## config.mk

```make
export PLATFORM = sky130hd
export DESIGN_NAME = debug_fetch_if_flat
export DESIGN_NICKNAME = d
export VERILOG_FILES = /design/src/rtl/dbg_pkg.sv /design/src/rtl/ram_port_if.sv /design/src/rtl/debug_fetch_if.sv /design/src/flat_wrapper.sv
export SDC_FILE = /design/constraint.sdc
export NUM_CORES = 1
export LEC_CHECK = 0
export ABC_AREA = 1
export BUFFER_PORTS_ARGS = -buffer_cell sky130_fd_sc_hd__buf_2
export CAP_MARGIN = 20
export CORE_MARGIN = 2
export CORE_UTILIZATION = 42
export CTS_CLUSTER_DIAMETER = 150
export CTS_CLUSTER_SIZE = 20
export DETAILED_ROUTE_END_ITERATION = 16
export GPL_TIMING_DRIVEN = 0
export PLACE_DENSITY = 0.86
export SETUP_SLACK_MARGIN = 0.2
export SLEW_MARGIN = 10
export SYNTH_ARGS = -nofsm -noshare
export SYNTH_HDL_FRONTEND = slang
export SYNTH_SLANG_ARGS = --single-unit
```

## constraint.sdc

```tcl
create_clock -name i_clk -period 1.9 [get_ports i_clk]
set_clock_uncertainty 0.1 [all_clocks]
set_input_delay 0.19 -clock i_clk [delete_from_list [all_inputs] [get_ports i_clk]]
set_output_delay 0.19 -clock i_clk [all_outputs]
set_load 0.02 [all_outputs]
```

## src/rtl/dbg_pkg.sv

```systemverilog
`default_nettype none

package dbg_pkg;

	// word widths
	localparam int NB_WORD    = 32;           // data and instruction width
	localparam int NB_HALF    = NB_WORD / 2;  // half-word carried per command
	localparam int NB_LATCH   = 2 * NB_WORD;  // IF/ID latch, {instr, pc}
	localparam int NB_BIT_CNT = $clog2(NB_WORD); // spi bit counter

	// instruction ram
	localparam int RAM_DEPTH_LOG = 10;                  // word address bits
	localparam int RAM_DEPTH     = 1 << RAM_DEPTH_LOG;  // 1024 words
	localparam int PC_ADDR_LO    = 2;                   // byte pc to word index

	// command word layout
	localparam int CMD_WE_BIT = 22; // memory write request
	localparam int CMD_OP_HI  = 20; // register operation field
	localparam int CMD_OP_LO  = 19;
	localparam int CMD_SEL_HI = 17; // readback selector
	localparam int CMD_SEL_LO = 16;

	// register operation codes
	localparam logic [1:0] OP_NONE    = 2'b00;
	localparam logic [1:0] OP_DATA_LO = 2'b01; // lower half of data word
	localparam logic [1:0] OP_DATA_HI = 2'b10; // upper half of data word
	localparam logic [1:0] OP_ADDR    = 2'b11; // debug ram address

	// readback codes, 2'b11 returns zero
	localparam logic [1:0] SEL_PC          = 2'b00;
	localparam logic [1:0] SEL_LATCH_PC    = 2'b01;
	localparam logic [1:0] SEL_LATCH_INSTR = 2'b10;

	// fetch
	localparam logic [NB_WORD-1:0] PC_STEP = 32'd4; // byte step per run cycle

endpackage

`default_nettype wire

```

## src/rtl/ram_port_if.sv

```systemverilog
`timescale 1ns/10ps
`default_nettype none

interface ram_port_if import dbg_pkg::*; ();

	logic [RAM_DEPTH_LOG-1:0] addr;  // word address
	logic [NB_WORD-1:0]       wdata; // write data
	logic                     we;    // write enable
	logic [NB_WORD-1:0]       rdata; // read data, one cycle after addr

	// debug side, owns address and write
	modport ctrl (
		output addr,
		output wdata,
		output we
	);

	// the memory itself
	modport mem (
		input  addr,
		input  wdata,
		input  we,
		output rdata
	);

	modport mon (input rdata); // fetch only looks at read data

endinterface

`default_nettype wire

```

## src/rtl/debug_fetch_if.sv

```systemverilog
`timescale 1ns/10ps
`default_nettype none

module debug_fetch_if import dbg_pkg::*; (
	input  logic                i_clk,
	input  logic                i_rst,
	input  logic [NB_WORD-1:0]  i_cmd,     // held command word
	input  logic                i_cmd_stb, // new command this cycle
	input  logic                i_in_use,  // debug mode
	input  logic [NB_WORD-1:0]  i_pc,
	input  logic [NB_LATCH-1:0] i_latch,   // {instr, pc}
	output logic [NB_WORD-1:0]  o_reply,   // to spi shift-out
	ram_port_if.ctrl            ram
);

	logic [NB_WORD-1:0]       data_q; // assembled write data
	logic [RAM_DEPTH_LOG-1:0] addr_q; // debug ram address
	logic [1:0]               sel_q;  // readback selector
	logic [1:0]               op;

	assign op = i_cmd[CMD_OP_HI:CMD_OP_LO];

	// field operations, one per received frame
	always_ff @(posedge i_clk) begin
		if (i_rst) begin
			data_q <= '0;
			addr_q <= '0;
			sel_q  <= SEL_PC;
		end else if (i_cmd_stb) begin
			sel_q <= i_cmd[CMD_SEL_HI:CMD_SEL_LO]; // kept until next command
			case (op)
				OP_NONE:    ; // write-only or readback frame
				OP_DATA_LO: data_q[NB_HALF-1:0]       <= i_cmd[NB_HALF-1:0];
				OP_DATA_HI: data_q[NB_WORD-1:NB_HALF] <= i_cmd[NB_HALF-1:0];
				OP_ADDR:    addr_q <= i_cmd[RAM_DEPTH_LOG-1:0];
				default:    ;
			endcase
		end
	end

	// write sees the registers before this frame's update
	assign ram.we    = i_cmd_stb & i_in_use & i_cmd[CMD_WE_BIT];
	assign ram.wdata = data_q;

	// debug address while halted, else pc word index
	assign ram.addr = i_in_use ? addr_q
		: i_pc[RAM_DEPTH_LOG+PC_ADDR_LO-1:PC_ADDR_LO];

	// readback mux
	always_comb begin
		case (sel_q)
			SEL_PC:          o_reply = i_pc;
			SEL_LATCH_PC:    o_reply = i_latch[NB_WORD-1:0];
			SEL_LATCH_INSTR: o_reply = i_latch[NB_LATCH-1:NB_WORD];
			default:         o_reply = '0; // unused code reads zero
		endcase
	end

endmodule

`default_nettype wire

```

## src/flat_wrapper.sv

```systemverilog
// flat-port wrapper written by rule: the top's interface ports become plain ports
module debug_fetch_if_flat import dbg_pkg::*;
  (i_clk, i_rst, i_cmd, i_cmd_stb, i_in_use, i_pc, i_latch, o_reply, ram_addr, ram_wdata, ram_we);
  ram_port_if ram_i ();
  input  logic i_clk;
  input  logic i_rst;
  input  logic [NB_WORD-1:0] i_cmd;
  input  logic i_cmd_stb;
  input  logic i_in_use;
  input  logic [NB_WORD-1:0] i_pc;
  input  logic [NB_LATCH-1:0] i_latch;
  output logic [NB_WORD-1:0] o_reply;
  output wire logic [$bits(ram_i.addr)-1:0] ram_addr;
  output wire logic [$bits(ram_i.wdata)-1:0] ram_wdata;
  output wire logic [$bits(ram_i.we)-1:0] ram_we;
  assign ram_addr = ram_i.addr;
  assign ram_wdata = ram_i.wdata;
  assign ram_we = ram_i.we;
  debug_fetch_if u_core (.i_clk(i_clk), .i_rst(i_rst), .i_cmd(i_cmd), .i_cmd_stb(i_cmd_stb), .i_in_use(i_in_use), .i_pc(i_pc), .i_latch(i_latch), .o_reply(o_reply), .ram(ram_i));
endmodule
```

==> results_dict.tcl <==
set metrics [dict create \
    synth_top_cell_by_area "dfxtp_1" \
    placed_cell_area_mm2 0.003600 \
    busiest_layer "met2" \
    grt_max_degree 14 \
    place_congestion 0.8907 \
    setup_viol 0 \
    yosys-top-cells-count "nand2_1 (191), nor2_1 (86), inv_1 (46)" \
    ys_seq_area_frac 0.3482 \
    cp-start-kind "register" \
    cts_tree "yes" \
    powerDensity_mw_per_mm2 671.5 \
    avgSynthCellArea_um2 5.698 \
    placed_cells 714 \
    fin_crit_ns 1.698 \
    grt_use_met3 0.1121 \
    grtUsageTotal 0.2730 \
    drv_slew 0 \
    numPortBuffers 195 \
    critPathCaptureType "output pin" \
    coreArea_mm2 0.005886 \
    switching_share 0.3249 \
    final.setup.tns_ns 0 \
    layout_setup_ws_ns 0.2016 \
    ys_async_sr_fraction 0 \
    pwr-share-seq 0.345 \
    stdcell_count 736 \
    slew-limit-headroom 0.7453 \
    comb_power_share 0.365 \
    numCtsBuffers 5 \
    hpwl_um 7438 \
    syn_area_mm2 0.002530 \
    clkSinkCount 44 \
    die_area_mm2 0.006660 \
    synth_warnings 0 \
    crit_required_ns 1.61 \
    synth_top_area_frac 0.3482 \
    synth_nets 576 \
    place_ws_ns 0.3636 \
    cp.arrival_ns 1.41 \
    ant_nets 0 \
    ios 207 \
    post-route-period-util 0.8939 \
    rsz0062_at_grt "true" \
    synthTopCellsByArea "dfxtp_1 (35%), nand2_1 (28%), nor2_1 (13%)" \
    total_power_mw 2.892 \
    drtPass1Iterations 4 \
    met1_usage 0.2995 \
    synth-main-ff-cell "dfxtp_1" \
    die_x_um 81.61 \
    drv_cap 0 \
    clockPowerShare 0.290 \
    ys_ff_latch 44 \
    cts_root_buffer "clkbuf_8" \
    clk_pin_slew_ns 0.08 \
    netlist-cell-type-count 15 \
    antenna_found_initial 1 \
    design_area_mm2 0.004307 \
    wl_um 10710 \
    grt_pass1_vias 3080 \
    yosysMostFrequentCell "nand2_1" \
    p_leak_nw 2.594 \
    clk_latency_ns 0.29 \
    final_layout_size_suffix_gt1_frac 0.4273 \
    holdBufCountCts 0 \
    timing_worst_setup_path_type "register to output pin" \
    grt_pass1_wl_um 14030 \
    status "complete, no violations" \
    max_freq_ghz 0.5888 \
    overflow 0 \
    row_count 28 \
    ir_drop_v 0.0007062 \
    synth_edf_count 0 \
    tightest_slew_ns 0.3820 \
    min_path_type "input port to register" \
    via_per_inst 4.841 \
    die_y_um 81.61 \
    drc 0 \
    cp_max_fo 8 \
    vias 3563 \
    cts_buffer_depth 2 \
    grt_util_met2 0.4566 \
    nNetsFinal 792 \
    p_sw_uw 939.5 \
    area_growth_syn_to_layout_pct 70.23 \
    htree_levels 2 \
    wl_per_cell_um 14.56 \
    hold_viol_final 0 \
    syn_inst 444 \
    start_util 0.4298 \
    p_int_mw 1.952 \
    drt_iter0_drc 151 \
]
==> per-stage QoR <==
step	hold slack, ns	util
floorplan	0.2249	-
global placement	0.3294	0.6116
detailed placement	0.3337	0.6116
CTS	0.02096	0.6477
global route	0.03078	0.7317
finish	0.02556	0.7317
==> power by group through the flow <==
stage / clock network [mW] / logic (mW) / registers (mW)
final: 0.839 / 1.06 / 0.997
after CTS: 0.842 / 0.838 / 0.997
after floorplan: 0 / 0.410 / 1.06
after global routing: 0.877 / 1.13 / 1.00
after global placement: 0 / 0.795 / 1.01
after detailed placement: 0 / 0.804 / 1.02
==> cell families after synthesis <==
kind of cell           after synthesis  synth area share
AO/OA/AOI/OAI                       14           0.02770
buffers and inverters               72            0.1271
flip-flops                          44            0.3482
AND/OR/NAND/NOR                    314            0.4970
==> worst max-delay path, stage by stage, from the launching register on <==
cell and delay [ns]:
dfxtp_4 0.40, inv_4 0.05, nor2_4 0.11, buf_12 0.15, buf_8 0.11, nand2_1 0.07, nand3_2 0.10, buf_6 0.13
==> flip-flops by register name (all words and copies together), names as in the netlist <==
name and cells:
u_core.addr_q 10, u_core.ram.wdata 32, u_core.sel_q 2
==> metal layers <==
layer | vias to the layer above | part of all wire | wire length, um
li1 | 1748 | - | -
met1 | 1585 | 0.38 | 4030
met4 | 0 | 0.046 | 495
met5 | - | 0 | 0
met3 | 45 | 0.11 | 1164
met2 | 185 | 0.47 | 5022
==> worst paths after layout <==
| check | from | to | slack [ns] | cells after the start |
|---|---|---|---|---|
| max | u_core.sel_q[0] | o_reply[0] | 0.20 | 7 |
| min | i_cmd[11] | u_core.ram.wdata[11] | 0.03 | 3 |
| max reg2reg | u_core.sel_q[0] | u_core.sel_q[0] | 1.04 | 3 |
| min reg2reg | u_core.ram.wdata[16] | u_core.ram.wdata[16] | 0.42 | 4 |
==> layout by cell type, fill, tap and decap left out <==
cell / count
nand2_1: 185
buf_2: 173
nor2_1: 85
inv_1: 46
dfxtp_1: 42
buf_6: 40
nand3_2: 30
o21ai_0: 12
buf_4: 11
nand2_2: 6
buf_8: 5
clkbuf_8: 5
nor2_4: 3
nand3_1: 3
clkbuf_1: 2
nand3_4: 2
a21oi_1: 2
bufinv_16: 2
dfxtp_4: 2
diode_2: 1
inv_2: 1
inv_4: 1
clkinv_1: 1
buf_12: 1
==> timing repair <==
item	4_1_cts	5_1_grt
setup buffers	2	6
resized for setup	24	116
pin swaps	1	14
gates cloned	0	6
endpoints found under the setup margin	30	30
==> layout make-up <==
cell class / instances / area [um^2]
Sequential cell: 44 / 888.4
Timing Repair Buffer: 209 / 1308
Buffer: 23 / 193.9
Inverter: 49 / 186.4
Multi-Input combinational cell: 328 / 1505
Clock buffer: 5 / 68.82
Tap cell: 75 / 93.84
Antenna cell: 1 / 2.502
Clock inverter: 2 / 60.06
Fill cell: 473 / 1579
(Power assumes the default switching activity.)
