### src/rtl/dbg_pkg.sv
`default_nettype none

package dbg_pkg;

	// word widths
	localparam int NB_WORD    = 32;           // data and instruction width
	localparam int NB_HALF    = NB_WORD / 2;  // half-word carried per command
	localparam int NB_LATCH   = 2 * NB_WORD;  // IF/ID latch, {instr, pc}
	localparam int NB_BIT_CNT = $clog2(NB_WORD); // spi bit counter

	// instruction ram
	localparam int RAM_DEPTH_LOG = 10;                  // word address bits
	localparam int RAM_DEPTH     = 1 << RAM_DEPTH_LOG;  // 1024 words
	localparam int PC_ADDR_LO    = 2;                   // byte pc to word index

	// command word layout
	localparam int CMD_WE_BIT = 22; // memory write request
	localparam int CMD_OP_HI  = 20; // register operation field
	localparam int CMD_OP_LO  = 19;
	localparam int CMD_SEL_HI = 17; // readback selector
	localparam int CMD_SEL_LO = 16;

	// register operation codes
	localparam logic [1:0] OP_NONE    = 2'b00;
	localparam logic [1:0] OP_DATA_LO = 2'b01; // lower half of data word
	localparam logic [1:0] OP_DATA_HI = 2'b10; // upper half of data word
	localparam logic [1:0] OP_ADDR    = 2'b11; // debug ram address

	// readback codes, 2'b11 returns zero
	localparam logic [1:0] SEL_PC          = 2'b00;
	localparam logic [1:0] SEL_LATCH_PC    = 2'b01;
	localparam logic [1:0] SEL_LATCH_INSTR = 2'b10;

	// fetch
	localparam logic [NB_WORD-1:0] PC_STEP = 32'd4; // byte step per run cycle

endpackage

`default_nettype wire

### src/rtl/spi_slave.sv
`timescale 1ns/10ps
`default_nettype none

module spi_slave import dbg_pkg::*; (
	input  logic               i_clk,
	input  logic               i_rst,
	input  logic               i_sclk,
	input  logic               i_cs_n,
	input  logic               i_mosi,
	output logic               o_miso,
	output logic [NB_WORD-1:0] o_cmd,     // last complete command, held
	output logic               o_cmd_stb, // one cycle per complete frame
	input  logic [NB_WORD-1:0] i_reply    // word shifted out next frame
);

	logic [2:0]            sclk_pipe; // [1] synced, [2] previous
	logic [2:0]            cs_pipe;
	logic [1:0]            mosi_pipe;
	logic                  sclk_s;
	logic                  sclk_d;
	logic                  cs_s;
	logic                  cs_d;
	logic                  mosi_s;
	logic                  sclk_rise;
	logic                  sclk_fall;
	logic                  cs_fall;
	logic                  active;
	logic [NB_BIT_CNT-1:0] bit_cnt;
	logic [NB_WORD-1:0]    rx_shift;
	logic [NB_WORD-1:0]    tx_shift;
	logic [NB_WORD-1:0]    rx_next;

	// two-flop synchronisers plus one stage for edge detect
	always_ff @(posedge i_clk) begin
		if (i_rst) begin
			sclk_pipe <= 3'b000; // mode 0 idles low
			cs_pipe   <= 3'b111; // deselected
			mosi_pipe <= 2'b00;
		end else begin
			sclk_pipe <= {sclk_pipe[1:0], i_sclk};
			cs_pipe   <= {cs_pipe[1:0], i_cs_n};
			mosi_pipe <= {mosi_pipe[0], i_mosi};
		end
	end

	assign sclk_s = sclk_pipe[1];
	assign sclk_d = sclk_pipe[2];
	assign cs_s   = cs_pipe[1];
	assign cs_d   = cs_pipe[2];
	assign mosi_s = mosi_pipe[1]; // same delay as sclk_s

	assign sclk_rise = sclk_s & ~sclk_d;
	assign sclk_fall = ~sclk_s & sclk_d;
	assign cs_fall   = ~cs_s & cs_d;
	assign active    = ~cs_s;

	assign rx_next = {rx_shift[NB_WORD-2:0], mosi_s}; // msb first

	// receive side
	always_ff @(posedge i_clk) begin
		if (i_rst) begin
			bit_cnt   <= '0;
			rx_shift  <= '0;
			o_cmd     <= '0;
			o_cmd_stb <= 1'b0;
		end else begin
			o_cmd_stb <= 1'b0; // default, pulse only
			if (!active) begin
				bit_cnt <= '0; // partial frame dropped here
			end else if (sclk_rise) begin
				rx_shift <= rx_next;
				bit_cnt  <= bit_cnt + 1'b1; // wraps after last bit
				if (bit_cnt == NB_BIT_CNT'(NB_WORD - 1)) begin
					o_cmd     <= rx_next; // full word in
					o_cmd_stb <= 1'b1;
				end
			end
		end
	end

	// transmit side, msb presented before first rising sclk
	always_ff @(posedge i_clk) begin
		if (i_rst) begin
			tx_shift <= '0;
		end else if (cs_fall) begin
			tx_shift <= i_reply; // snapshot of reply at frame start
		end else if (active && sclk_fall) begin
			tx_shift <= {tx_shift[NB_WORD-2:0], 1'b0}; // next bit out
		end
	end

	assign o_miso = tx_shift[NB_WORD-1];

endmodule

`default_nettype wire

### config.mk
export PLATFORM = sky130hd
export DESIGN_NAME = spi_slave
export DESIGN_NICKNAME = d
export VERILOG_FILES = /design/src/rtl/dbg_pkg.sv /design/src/rtl/spi_slave.sv
export SDC_FILE = /design/constraint.sdc
export NUM_CORES = 1
export LEC_CHECK = 0
export ABC_AREA = 0
export CAP_MARGIN = 20
export CORE_ASPECT_RATIO = 1.75
export CORE_MARGIN = 2
export CORE_UTILIZATION = 45
export DETAILED_ROUTE_END_ITERATION = 12
export DONT_BUFFER_PORTS = 1
export GPL_ROUTABILITY_DRIVEN = 0
export SLEW_MARGIN = 5
export SYNTH_ARGS = -nofsm -noshare
export SYNTH_HDL_FRONTEND = slang
export SYNTH_SLANG_ARGS = --single-unit
### constraint.sdc
create_clock -name i_clk -period 1.9 [get_ports i_clk]
set_input_delay 0.285 -clock i_clk [delete_from_list [all_inputs] [get_ports i_clk]]
set_output_delay 0.285 -clock i_clk [all_outputs]
set_load 0.005 [all_outputs]
==> impl_table.tex, run 1 <==
\begin{tabular}{lr}
\hline
Metric & Value \\
\hline
\multicolumn{2}{l}{\textbf{Outcome}} \\
\quad Outcome & completed \\
\multicolumn{2}{l}{\textbf{Global routing}} \\
\quad Wire length of the first global-routing pass & 13.8 mm \\
\quad Total gr overflow & 0 \\
\quad Initial antenna violation count & 0 \\
\quad Largest net degree at the start of global routing & 64 \\
\quad GRT Util Overall & 17.3\% \\
\quad Number of global-route vias before repair & roughly 3000 \\
\multicolumn{2}{l}{\textbf{STA}} \\
\quad Post-layout min period & 1.72 ns \\
\quad Share of the clock period used by the worst path & 90.3\% \\
\quad Pin slew with the least headroom to its limit & 0.495 ns \\
\quad Max-Slew Margin vs Limit & 67.0\% \\
\quad Final Hold Viols & 0 \\
\quad Max Clock Skew & 0.00618 ns \\
\quad Final TNS setup & 0 ns \\
\quad Setup repair after global routing missed its margin & no \\
\quad Final setup fails & 0 \\
\quad Upper clock frequency limit & roughly 580 MHz \\
\quad Final Slew Violations & 0 \\
\multicolumn{2}{l}{\textbf{Yosys}} \\
\quad Fraction of synthesis flops using an asynchronous set or reset pin & 0\% \\
\quad EDFF count, synth & 0 \\
\quad Xor/xnor share of the synthesized area & 0.423\% \\
\quad Number of register bits inferred by synthesis & 109 \\
\quad Area share of the largest cell type after synthesis & 52.6\% \\
\quad YS warnings & 0 \\
\quad Compound-Gate Fraction of Synth Area & 13.7\% \\
\quad Multiplexer share of the synthesized area & 7.97\% \\
\quad Dominant combinational cell family by area after synthesis & simple AND/OR/NAND/NOR gates \\
\quad Most frequent cell after synthesis & sky130\_fd\_sc\_hd\_\_nand2\_1 \\
\quad Nets in the synthesized netlist & 509 \\
\quad Synthesized area & 4150 um2 \\
\quad Most instantiated flip-flop cell in the synthesis netlist & sky130\_fd\_sc\_hd\_\_dfxtp\_1 \\
\quad Top cells by count, synth & 126 x sky130\_fd\_sc\_hd\_\_nand2\_1, 109 x sky130\_fd\_sc\_hd\_\_dfxtp\_1, 65 x sky130\_fd\_sc\_hd\_\_a21oi\_1, 33 x sky130\_fd\_sc\_hd\_\_mux2i\_1 \\
\quad Yosys top cell by area & sky130\_fd\_sc\_hd\_\_dfxtp\_1 \\
\quad Synthesized netlist cell count & 470 \\
\quad Arithmetic-cell share of the synthesized area counting full adders, half adders and majority gates & 0.604\% \\
\quad Count of different cell masters after synthesis & 27 \\
\quad Basic-gate share of the synthesized area counting and, or, nand and nor cells & 19.5\% \\
\quad Mean cell area of the mapped netlist & 8.82 um2 \\
\quad Largest cells by area after synthesis & sky130\_fd\_sc\_hd\_\_dfxtp\_1 53\%, sky130\_fd\_sc\_hd\_\_nand2\_1 11\%, sky130\_fd\_sc\_hd\_\_mux2i\_1 8.0\% \\
\quad Register area share after synthesis & 52.6\% \\
\multicolumn{2}{l}{\textbf{Min path}} \\
\quad Hold/Removal Path Class & input pin to register \\
\multicolumn{2}{l}{\textbf{Setup path}} \\
\quad WS Path Type & register to register \\
\quad Worst path slowest cell & sky130\_fd\_sc\_hd\_\_dfxtp\_1 \\
\quad Sort of element at the end of the critical path & register \\
\quad Critical path, cell by cell & ha\_1 > and3\_1 > ha\_1 > nor4bb\_4 > buf\_12 > nand2\_1 > a21oi\_1 \\
\quad Required time at the worst-slack endpoint & 2.17 ns \\
\quad Top cell family by delay on the critical path & simple AND/OR/NAND/NOR gates \\
\quad Startpoint Class & register \\
\quad Cell occurring most often along the worst timing path & sky130\_fd\_sc\_hd\_\_ha\_1 \\
\quad Sum of buffers and inverters on the critical path & 1 \\
\quad CP Max Fanout & 32 \\
\quad Crit path arrival time & 1.99 ns \\
\quad Stage delay of the slowest cell on the critical path & 0.38 ns \\
\multicolumn{2}{l}{\textbf{Finish}} \\
\quad Synth-to-layout area growth & 11.2\% \\
\quad Layout cells sized above 1 & 7.03\% \\
\quad Post-layout instance area & 4610 um2 \\
\quad Number of fillers in the final layout & 882 \\
\quad Number of antenna repair diodes & 0 \\
\quad Final net count & 490 \\
\multicolumn{2}{l}{\textbf{Clock network}} \\
\quad Clk slew on worst S/H paths & 0.07 ns \\
\quad Cell at the root of the clock tree & sky130\_fd\_sc\_hd\_\_clkbuf\_16 \\
\quad TritonCTS clock tree & done \\
\quad Sink count of the clock tree & 109 \\
\quad CTS buffer count & 9 \\
\quad Clk\_lat worst skew & 0.35 ns \\
\quad Maximum clock insertion buffer count & 2 \\
\quad Deepest level of the CTS H-tree & 3 \\
\multicolumn{2}{l}{\textbf{Placement}} \\
\quad HPWL after detailed placement & 4.94 mm \\
\quad Placed standard-cell area & about 4200 um2 \\
\quad Total of buffers placed on input and output ports & 0 \\
\multicolumn{2}{l}{\textbf{Detailed routing}} \\
\quad Via-per-instance ratio & 5.44 \\
\quad DR pass1 iterations & 4 \\
\quad Overall routed net length & $\sim$8.4 mm \\
\quad Iter 0 DRT Violations & 176 \\
\quad Via total after detailed routing & roughly 3100 \\
\quad Residual DRC & 0 \\
\quad Per-cell routed wire length & 14.7 um \\
\quad Number of routed nets with antenna violations & 0 \\
\multicolumn{2}{l}{\textbf{Floorplanning}} \\
\quad Overall die area & 10000 um2 \\
\quad Floorplan die height & 131 um \\
\quad Number of rows in the core area & 46 \\
\quad Placeable core area & 9040 um2 \\
\quad Initial core utilization & 45.9\% \\
\quad Die outline width & 76.6 um \\
\quad Top-level I/O count & 71 \\
\multicolumn{2}{l}{\textbf{Pwr}} \\
\quad Leak pwr & 1.46 nW \\
\quad Worst IR Drop VDD & 497 uV \\
\quad Power density normalized to cell area & 983 nW/um2 \\
\multicolumn{2}{l}{\textbf{Run}} \\
\quad Max-cap check violation count & 0 \\
\hline
\end{tabular}
cells by family after synthesis:
| kind of cell | count (synthesis) |
|---|---|
| muxes | 33 |
| xor gates and xnor gates | 2 |
| buffers and inverters | 42 |
| and+or+nand+nor | 184 |
| adders and majority gates | 2 |
| DFF | 109 |
| AOI/OAI and AO/OA | 98 |
flip-flops by register name (all words and copies together), names as in the netlist:
name,flops
bit_cnt,5
cs_pipe,3
mosi_pipe,2
o_cmd,32
o_cmd_stb,1
rx_shift,31
sclk_pipe,3
tx_shift,32
per-stage QoR:
stage	worst slack, ns	utilization, %	hold WS, ns	std cells	total power [mW]
global route	0.0519	51.0	0.00579	575	4.69
CTS	0.177	51.0	0.00853	575	4.60
floorplan	0.321	-	0.389	470	2.56
finish	0.184	51.0	0.0192	575	4.53
global placement	0.267	46.8	0.366	556	2.55
detailed placement	0.192	46.8	0.365	556	2.56
what timing repair did:
item	4_1_cts	5_1_grt
hold buffers	4	0
hold endpoints to repair	55	0
resized for setup	0	0
buffers inserted	0	0
worst paths after layout:
kind	cells past startpoint	to	slack (ns)	start
setup / recovery	7	o_cmd[24]$_SDFFE_PP0P_	0.18	bit_cnt[0]$_SDFFE_PP0N_
hold / removal	1	mosi_pipe[1]$_SDFF_PP0_	0.02	i_rst
setup reg to reg	7	o_cmd[24]$_SDFFE_PP0P_	0.18	bit_cnt[0]$_SDFFE_PP0N_
hold reg to reg	1	cs_pipe[1]$_SDFF_PP1_	0.42	cs_pipe[0]$_SDFF_PP1_
power by group:
| part | total (mW) | internal [mW] | switching, mW | leakage, nW |
|---|---|---|---|---|
| clock | 1.97 | 1.15 | 0.824 | 0.156 |
| combinational | 0.198 | 0.0902 | 0.108 | 0.424 |
| sequential | 2.36 | 2.33 | 0.0285 | 0.883 |
worst reg2reg max path, delay by kind of cell (launching register included):
family / cells / cell delay (ns)
AND/OR/NAND/NOR: 3 / 0.60
AO/OA/AOI/OAI: 1 / 0.12
flip-flops: 1 / 0.38
buffers and inverters: 1 / 0.22
adder cells (fa/ha/maj): 2 / 0.34
area by class of cell:
class	count	area, um2	share of cell area, %
Multi-Input combinational cell	319	1790	38.8
Tap cell	120	150	3.26
Clock inverter	6	87.6	1.90
Inverter	1	3.75	0.0815
Sequential cell	109	2180	47.4
Timing Repair Buffer	11	170	3.69
Clock buffer	9	225	4.89
cell usage in the layout (no fill, tap or decap), types with 5 or more instances in the layout:
| cell type | instances |
|---|---|
| sky130_fd_sc_hd__nor2b_1 | 5 |
| sky130_fd_sc_hd__buf_12 | 5 |
| sky130_fd_sc_hd__clkbuf_16 | 9 |
| sky130_fd_sc_hd__a21oi_1 | 64 |
| sky130_fd_sc_hd__a211oi_1 | 31 |
| sky130_fd_sc_hd__nand2_1 | 126 |
| sky130_fd_sc_hd__nor3_1 | 31 |
| sky130_fd_sc_hd__dfxtp_1 | 109 |
| sky130_fd_sc_hd__nor2_1 | 5 |
| sky130_fd_sc_hd__mux2i_1 | 33 |
per-layer routing:
metal | up-vias | track usage (%) | share of wire [%]
met1 | 1479 | 18.4 | 41
li1 | 1564 | - | -
met2 | 72 | 31.4 | 53
met5 | - | 0 | 0
met4 | 0 | 9.41 | 2.2
met3 | 14 | 4.53 | 3.7
No activity file was read; power rests on OpenSTA's default activity.
==> run 2, diff against run 1 <==
==> constraint.sdc (replaced) <==
create_clock -name i_clk -period 2 [get_ports i_clk]
set_input_delay 0.3 -clock i_clk [delete_from_list [all_inputs] [get_ports i_clk]]
set_output_delay 0.3 -clock i_clk [all_outputs]
set_load 0.005 [all_outputs]
==> run 2 against run 1 <==
First-iteration DRC count is 18% higher. Sequential power is 5% lower. Combinational power is 29% lower. Maximum frequency is 1.5% higher. Power is 2.9% lower. Count of clock-buffer cells in the layout stayed put. Design area is 1.0% lower.
==> impl_table.tex, run 2 (synthesized netlist as in run 1, its figures left out) <==
\begin{tabular}{lr}
\hline
Metric & Value \\
\hline
\multicolumn{2}{l}{\textbf{Clock network}} \\
\quad Count of hold buffers inserted by post-cts repair & 0 (-4) \\
\quad Deepest level of the CTS H-tree & 3 (unchanged) \\
\quad Post-cts gate resize count & 0 (unchanged) \\
\quad Setup repair bufs after CTS & 0 (unchanged) \\
\quad CTS buffer count & 9 (unchanged) \\
\quad Clk\_lat worst skew & 0.34 ns (about the same) \\
\quad Clk slew on worst S/H paths & 0.07 ns (about the same) \\
\quad Sink count of the clock tree & 109 (unchanged) \\
\quad Maximum clock insertion buffer count & 2 (unchanged) \\
\quad TritonCTS clock tree & done \\
\quad Cell at the root of the clock tree & sky130\_fd\_sc\_hd\_\_clkbuf\_16 \\
\multicolumn{2}{l}{\textbf{Finish}} \\
\quad Multi-input logic area & 1790 um2 (unchanged) \\
\quad Number of antenna repair diodes & 0 (unchanged) \\
\quad Non-Filler Instances & 572 (-0.52\%) \\
\quad Synth-to-layout area growth & 10.0\% \\
\quad Most frequent standard cell in the layout excluding fill and tap cells & sky130\_fd\_sc\_hd\_\_nand2\_1 \\
\quad Number of fillers in the final layout & 877 (-0.57\%) \\
\quad Registers with the most flip-flops & o\_cmd: 32 flops, tx\_shift: 32 flops, rx\_shift: 31 flops \\
\quad Layout cells sized above 1 & 6.86\% (-0.17 points) \\
\quad Sequential cell area & 2180 um2 (unchanged) \\
\quad Most used cells in the layout excluding fill and tap cells & 126 x sky130\_fd\_sc\_hd\_\_nand2\_1, 109 x sky130\_fd\_sc\_hd\_\_dfxtp\_1, 64 x sky130\_fd\_sc\_hd\_\_a21oi\_1, 33 x sky130\_fd\_sc\_hd\_\_mux2i\_1 \\
\quad Final net count & 486 (-0.82\%) \\
\multicolumn{2}{l}{\textbf{STA}} \\
\quad Final Hold Viols & 0 (unchanged) \\
\quad Pin slew with the least headroom to its limit & 0.527 ns (+0.0326 ns) \\
\quad Max Clock Skew & 0.00772 ns (+0.00154 ns) \\
\quad Final Slew Violations & 0 (unchanged) \\
\quad Final TNS setup & 0 ns (unchanged) \\
\quad Upper clock frequency limit & 591 MHz (+1.5\%) \\
\quad Setup repair after global routing missed its margin & no \\
\quad Share of the clock period used by the worst path & 84.5\% (-5.8 points) \\
\quad Final setup fails & 0 (unchanged) \\
\quad Post-layout min period & 1.69 ns (-0.0251 ns) \\
\quad Max-Slew Margin vs Limit & 64.8\% (-2.2 points) \\
\multicolumn{2}{l}{\textbf{Setup path}} \\
\quad Critical path, cell by cell & ha\_1 > and3\_1 > ha\_1 > nor4bb\_4 > buf\_12 > nand2\_1 > a21oi\_1 \\
\quad Worst path slowest cell & sky130\_fd\_sc\_hd\_\_dfxtp\_1 \\
\quad Cell occurring most often along the worst timing path & sky130\_fd\_sc\_hd\_\_ha\_1 \\
\quad WS Path Type & register to register \\
\quad Required time at the worst-slack endpoint & 2.27 ns (+0.10 ns) \\
\quad Stage delay of the slowest cell on the critical path & 0.36 ns (-0.02 ns) \\
\quad CP Max Fanout & 32 (unchanged) \\
\quad Sort of element at the end of the critical path & register \\
\quad Worst R2R Setup Slack & 0.31 ns (+0.13 ns) \\
\quad Crit path arrival time & 1.96 ns (-0.03 ns) \\
\quad Startpoint Class & register \\
\multicolumn{2}{l}{\textbf{Min path}} \\
\quad Hold/Removal Path Class & input pin to register \\
\multicolumn{2}{l}{\textbf{Global routing}} \\
\quad Fraction of met1 tracks used by global routing & 18.8\% (+0.38 points) \\
\quad GRT Util Overall & 16.1\% (-1.2 points) \\
\quad Met3 routing resource usage after global routing & 3.64\% (-0.89 points) \\
\quad Number of global-route vias before repair & 2896 (-4.7\%) \\
\quad GRT met2 Usage & 28.3\% (-3.1 points) \\
\quad Largest net degree at the start of global routing & 106 (+66\%) \\
\quad Initial antenna violation count & 0 (unchanged) \\
\quad Wire length of the first global-routing pass & 13.2 mm (-4.4\%) \\
\quad Most Crowded Layer GR & met2 \\
\quad Total gr overflow & 0 (unchanged) \\
\multicolumn{2}{l}{\textbf{Detailed routing}} \\
\quad Per-cell routed wire length & 13.9 um (-5.3\%) \\
\quad DR pass1 iterations & 4 (unchanged) \\
\quad Overall routed net length & 7.94 mm (-5.8\%) \\
\quad Iter 0 DRT Violations & 207 (+18\%) \\
\quad Residual DRC & 0 (unchanged) \\
\quad Number of routed nets with antenna violations & 0 (unchanged) \\
\quad Via total after detailed routing & 3053 (-2.4\%) \\
\quad Via-per-instance ratio & 5.34 (-1.9\%) \\
\multicolumn{2}{l}{\textbf{Placement}} \\
\quad Placed instance count & 556 (unchanged) \\
\quad HPWL after detailed placement & 4.94 mm (-0.10\%) \\
\quad Total of buffers placed on input and output ports & 0 (unchanged) \\
\multicolumn{2}{l}{\textbf{Floorplanning}} \\
\quad Initial core utilization & 45.9\% (unchanged) \\
\quad Number of rows in the core area & 46 (unchanged) \\
\quad Floorplan die height & 131 um (unchanged) \\
\quad Die outline width & 76.6 um (unchanged) \\
\quad Placeable core area & 9040 um2 (unchanged) \\
\quad Overall die area & 10000 um2 (unchanged) \\
\quad Top-level I/O count & 71 (unchanged) \\
\multicolumn{2}{l}{\textbf{Pwr}} \\
\quad Power density normalized to cell area & 964 nW/um2 (-1.9\%) \\
\quad Worst IR Drop VDD & 582 uV (+17\%) \\
\quad Leak pwr & 1.44 nW (-1.5\%) \\
\multicolumn{2}{l}{\textbf{Outcome}} \\
\quad Outcome & completed \\
\multicolumn{2}{l}{\textbf{Run}} \\
\quad Max-cap check violation count & 0 (unchanged) \\
\hline
\end{tabular}
-- run 2: cell types whose count changed in the layout (fill, tap and decap cells not counted), sizes merged --
cell and delta:
buf -2, bufinv +1, clkinv -2, clkinvlp +1
dlygate4sd3 -2, inv +1
-- run 2: layout make-up --
cell class	count	share of cell area, %
clock buffers	9	4.94
well taps	120	3.29
flip-flops and latches	109	47.8
repair buffers	7	1.98
multi-input cells	319	39.2
clock inverters	7	2.63
inverters	1	0.0823
-- run 2: worst max-delay path, delay by kind of cell, from the launching register on --
kind            cells  cell delay [ns]
compound gates      1             0.13
fa+ha+maj           2             0.33
simple gates        3             0.57
flops               1             0.36
buf+inv             1             0.22
-- run 2: path summary, 6_finish.rpt --
| kind | start | to | cells after the start |
|---|---|---|---|
| max | bit_cnt[0]$_SDFFE_PP0N_ | o_cmd[26]$_SDFFE_PP0P_ | 7 |
| min | i_rst | tx_shift[30]$_SDFFE_PP0P_ | 1 |
| max reg2reg | bit_cnt[0]$_SDFFE_PP0N_ | o_cmd[26]$_SDFFE_PP0P_ | 7 |
| min reg2reg | cs_pipe[0]$_SDFF_PP1_ | cs_pipe[1]$_SDFF_PP1_ | 1 |
-- run 2: stage by stage --
step	power [mW]	setup slack, ns	area, um2	hold slack, ns	utilization (%)
finish	4.40	0.309	4560	0.0268	50.5
global route	4.56	0.165	4560	0.00646	50.5
CTS	4.45	0.291	4560	0.0139	50.5
detailed placement	2.43	0.305	4220	0.381	46.6
global placement	2.43	0.368	4220	0.381	46.6
floorplan	2.43	0.421	4150	0.389	-
-- run 2: power breakdown --
part / switching [mW] / internal [mW]
registers: 0.0278 / 2.21
clock network: 0.786 / 1.23
logic: 0.0668 / 0.0730
total: 0.881 / 3.51
-- run 2: routing by layer --
metal | up-vias | wire length [um]
met5 | - | 0
met4 | 0 | 116
met3 | 7 | 285
met2 | 59 | 4050
met1 | 1436 | 3480
li1 | 1551 | -
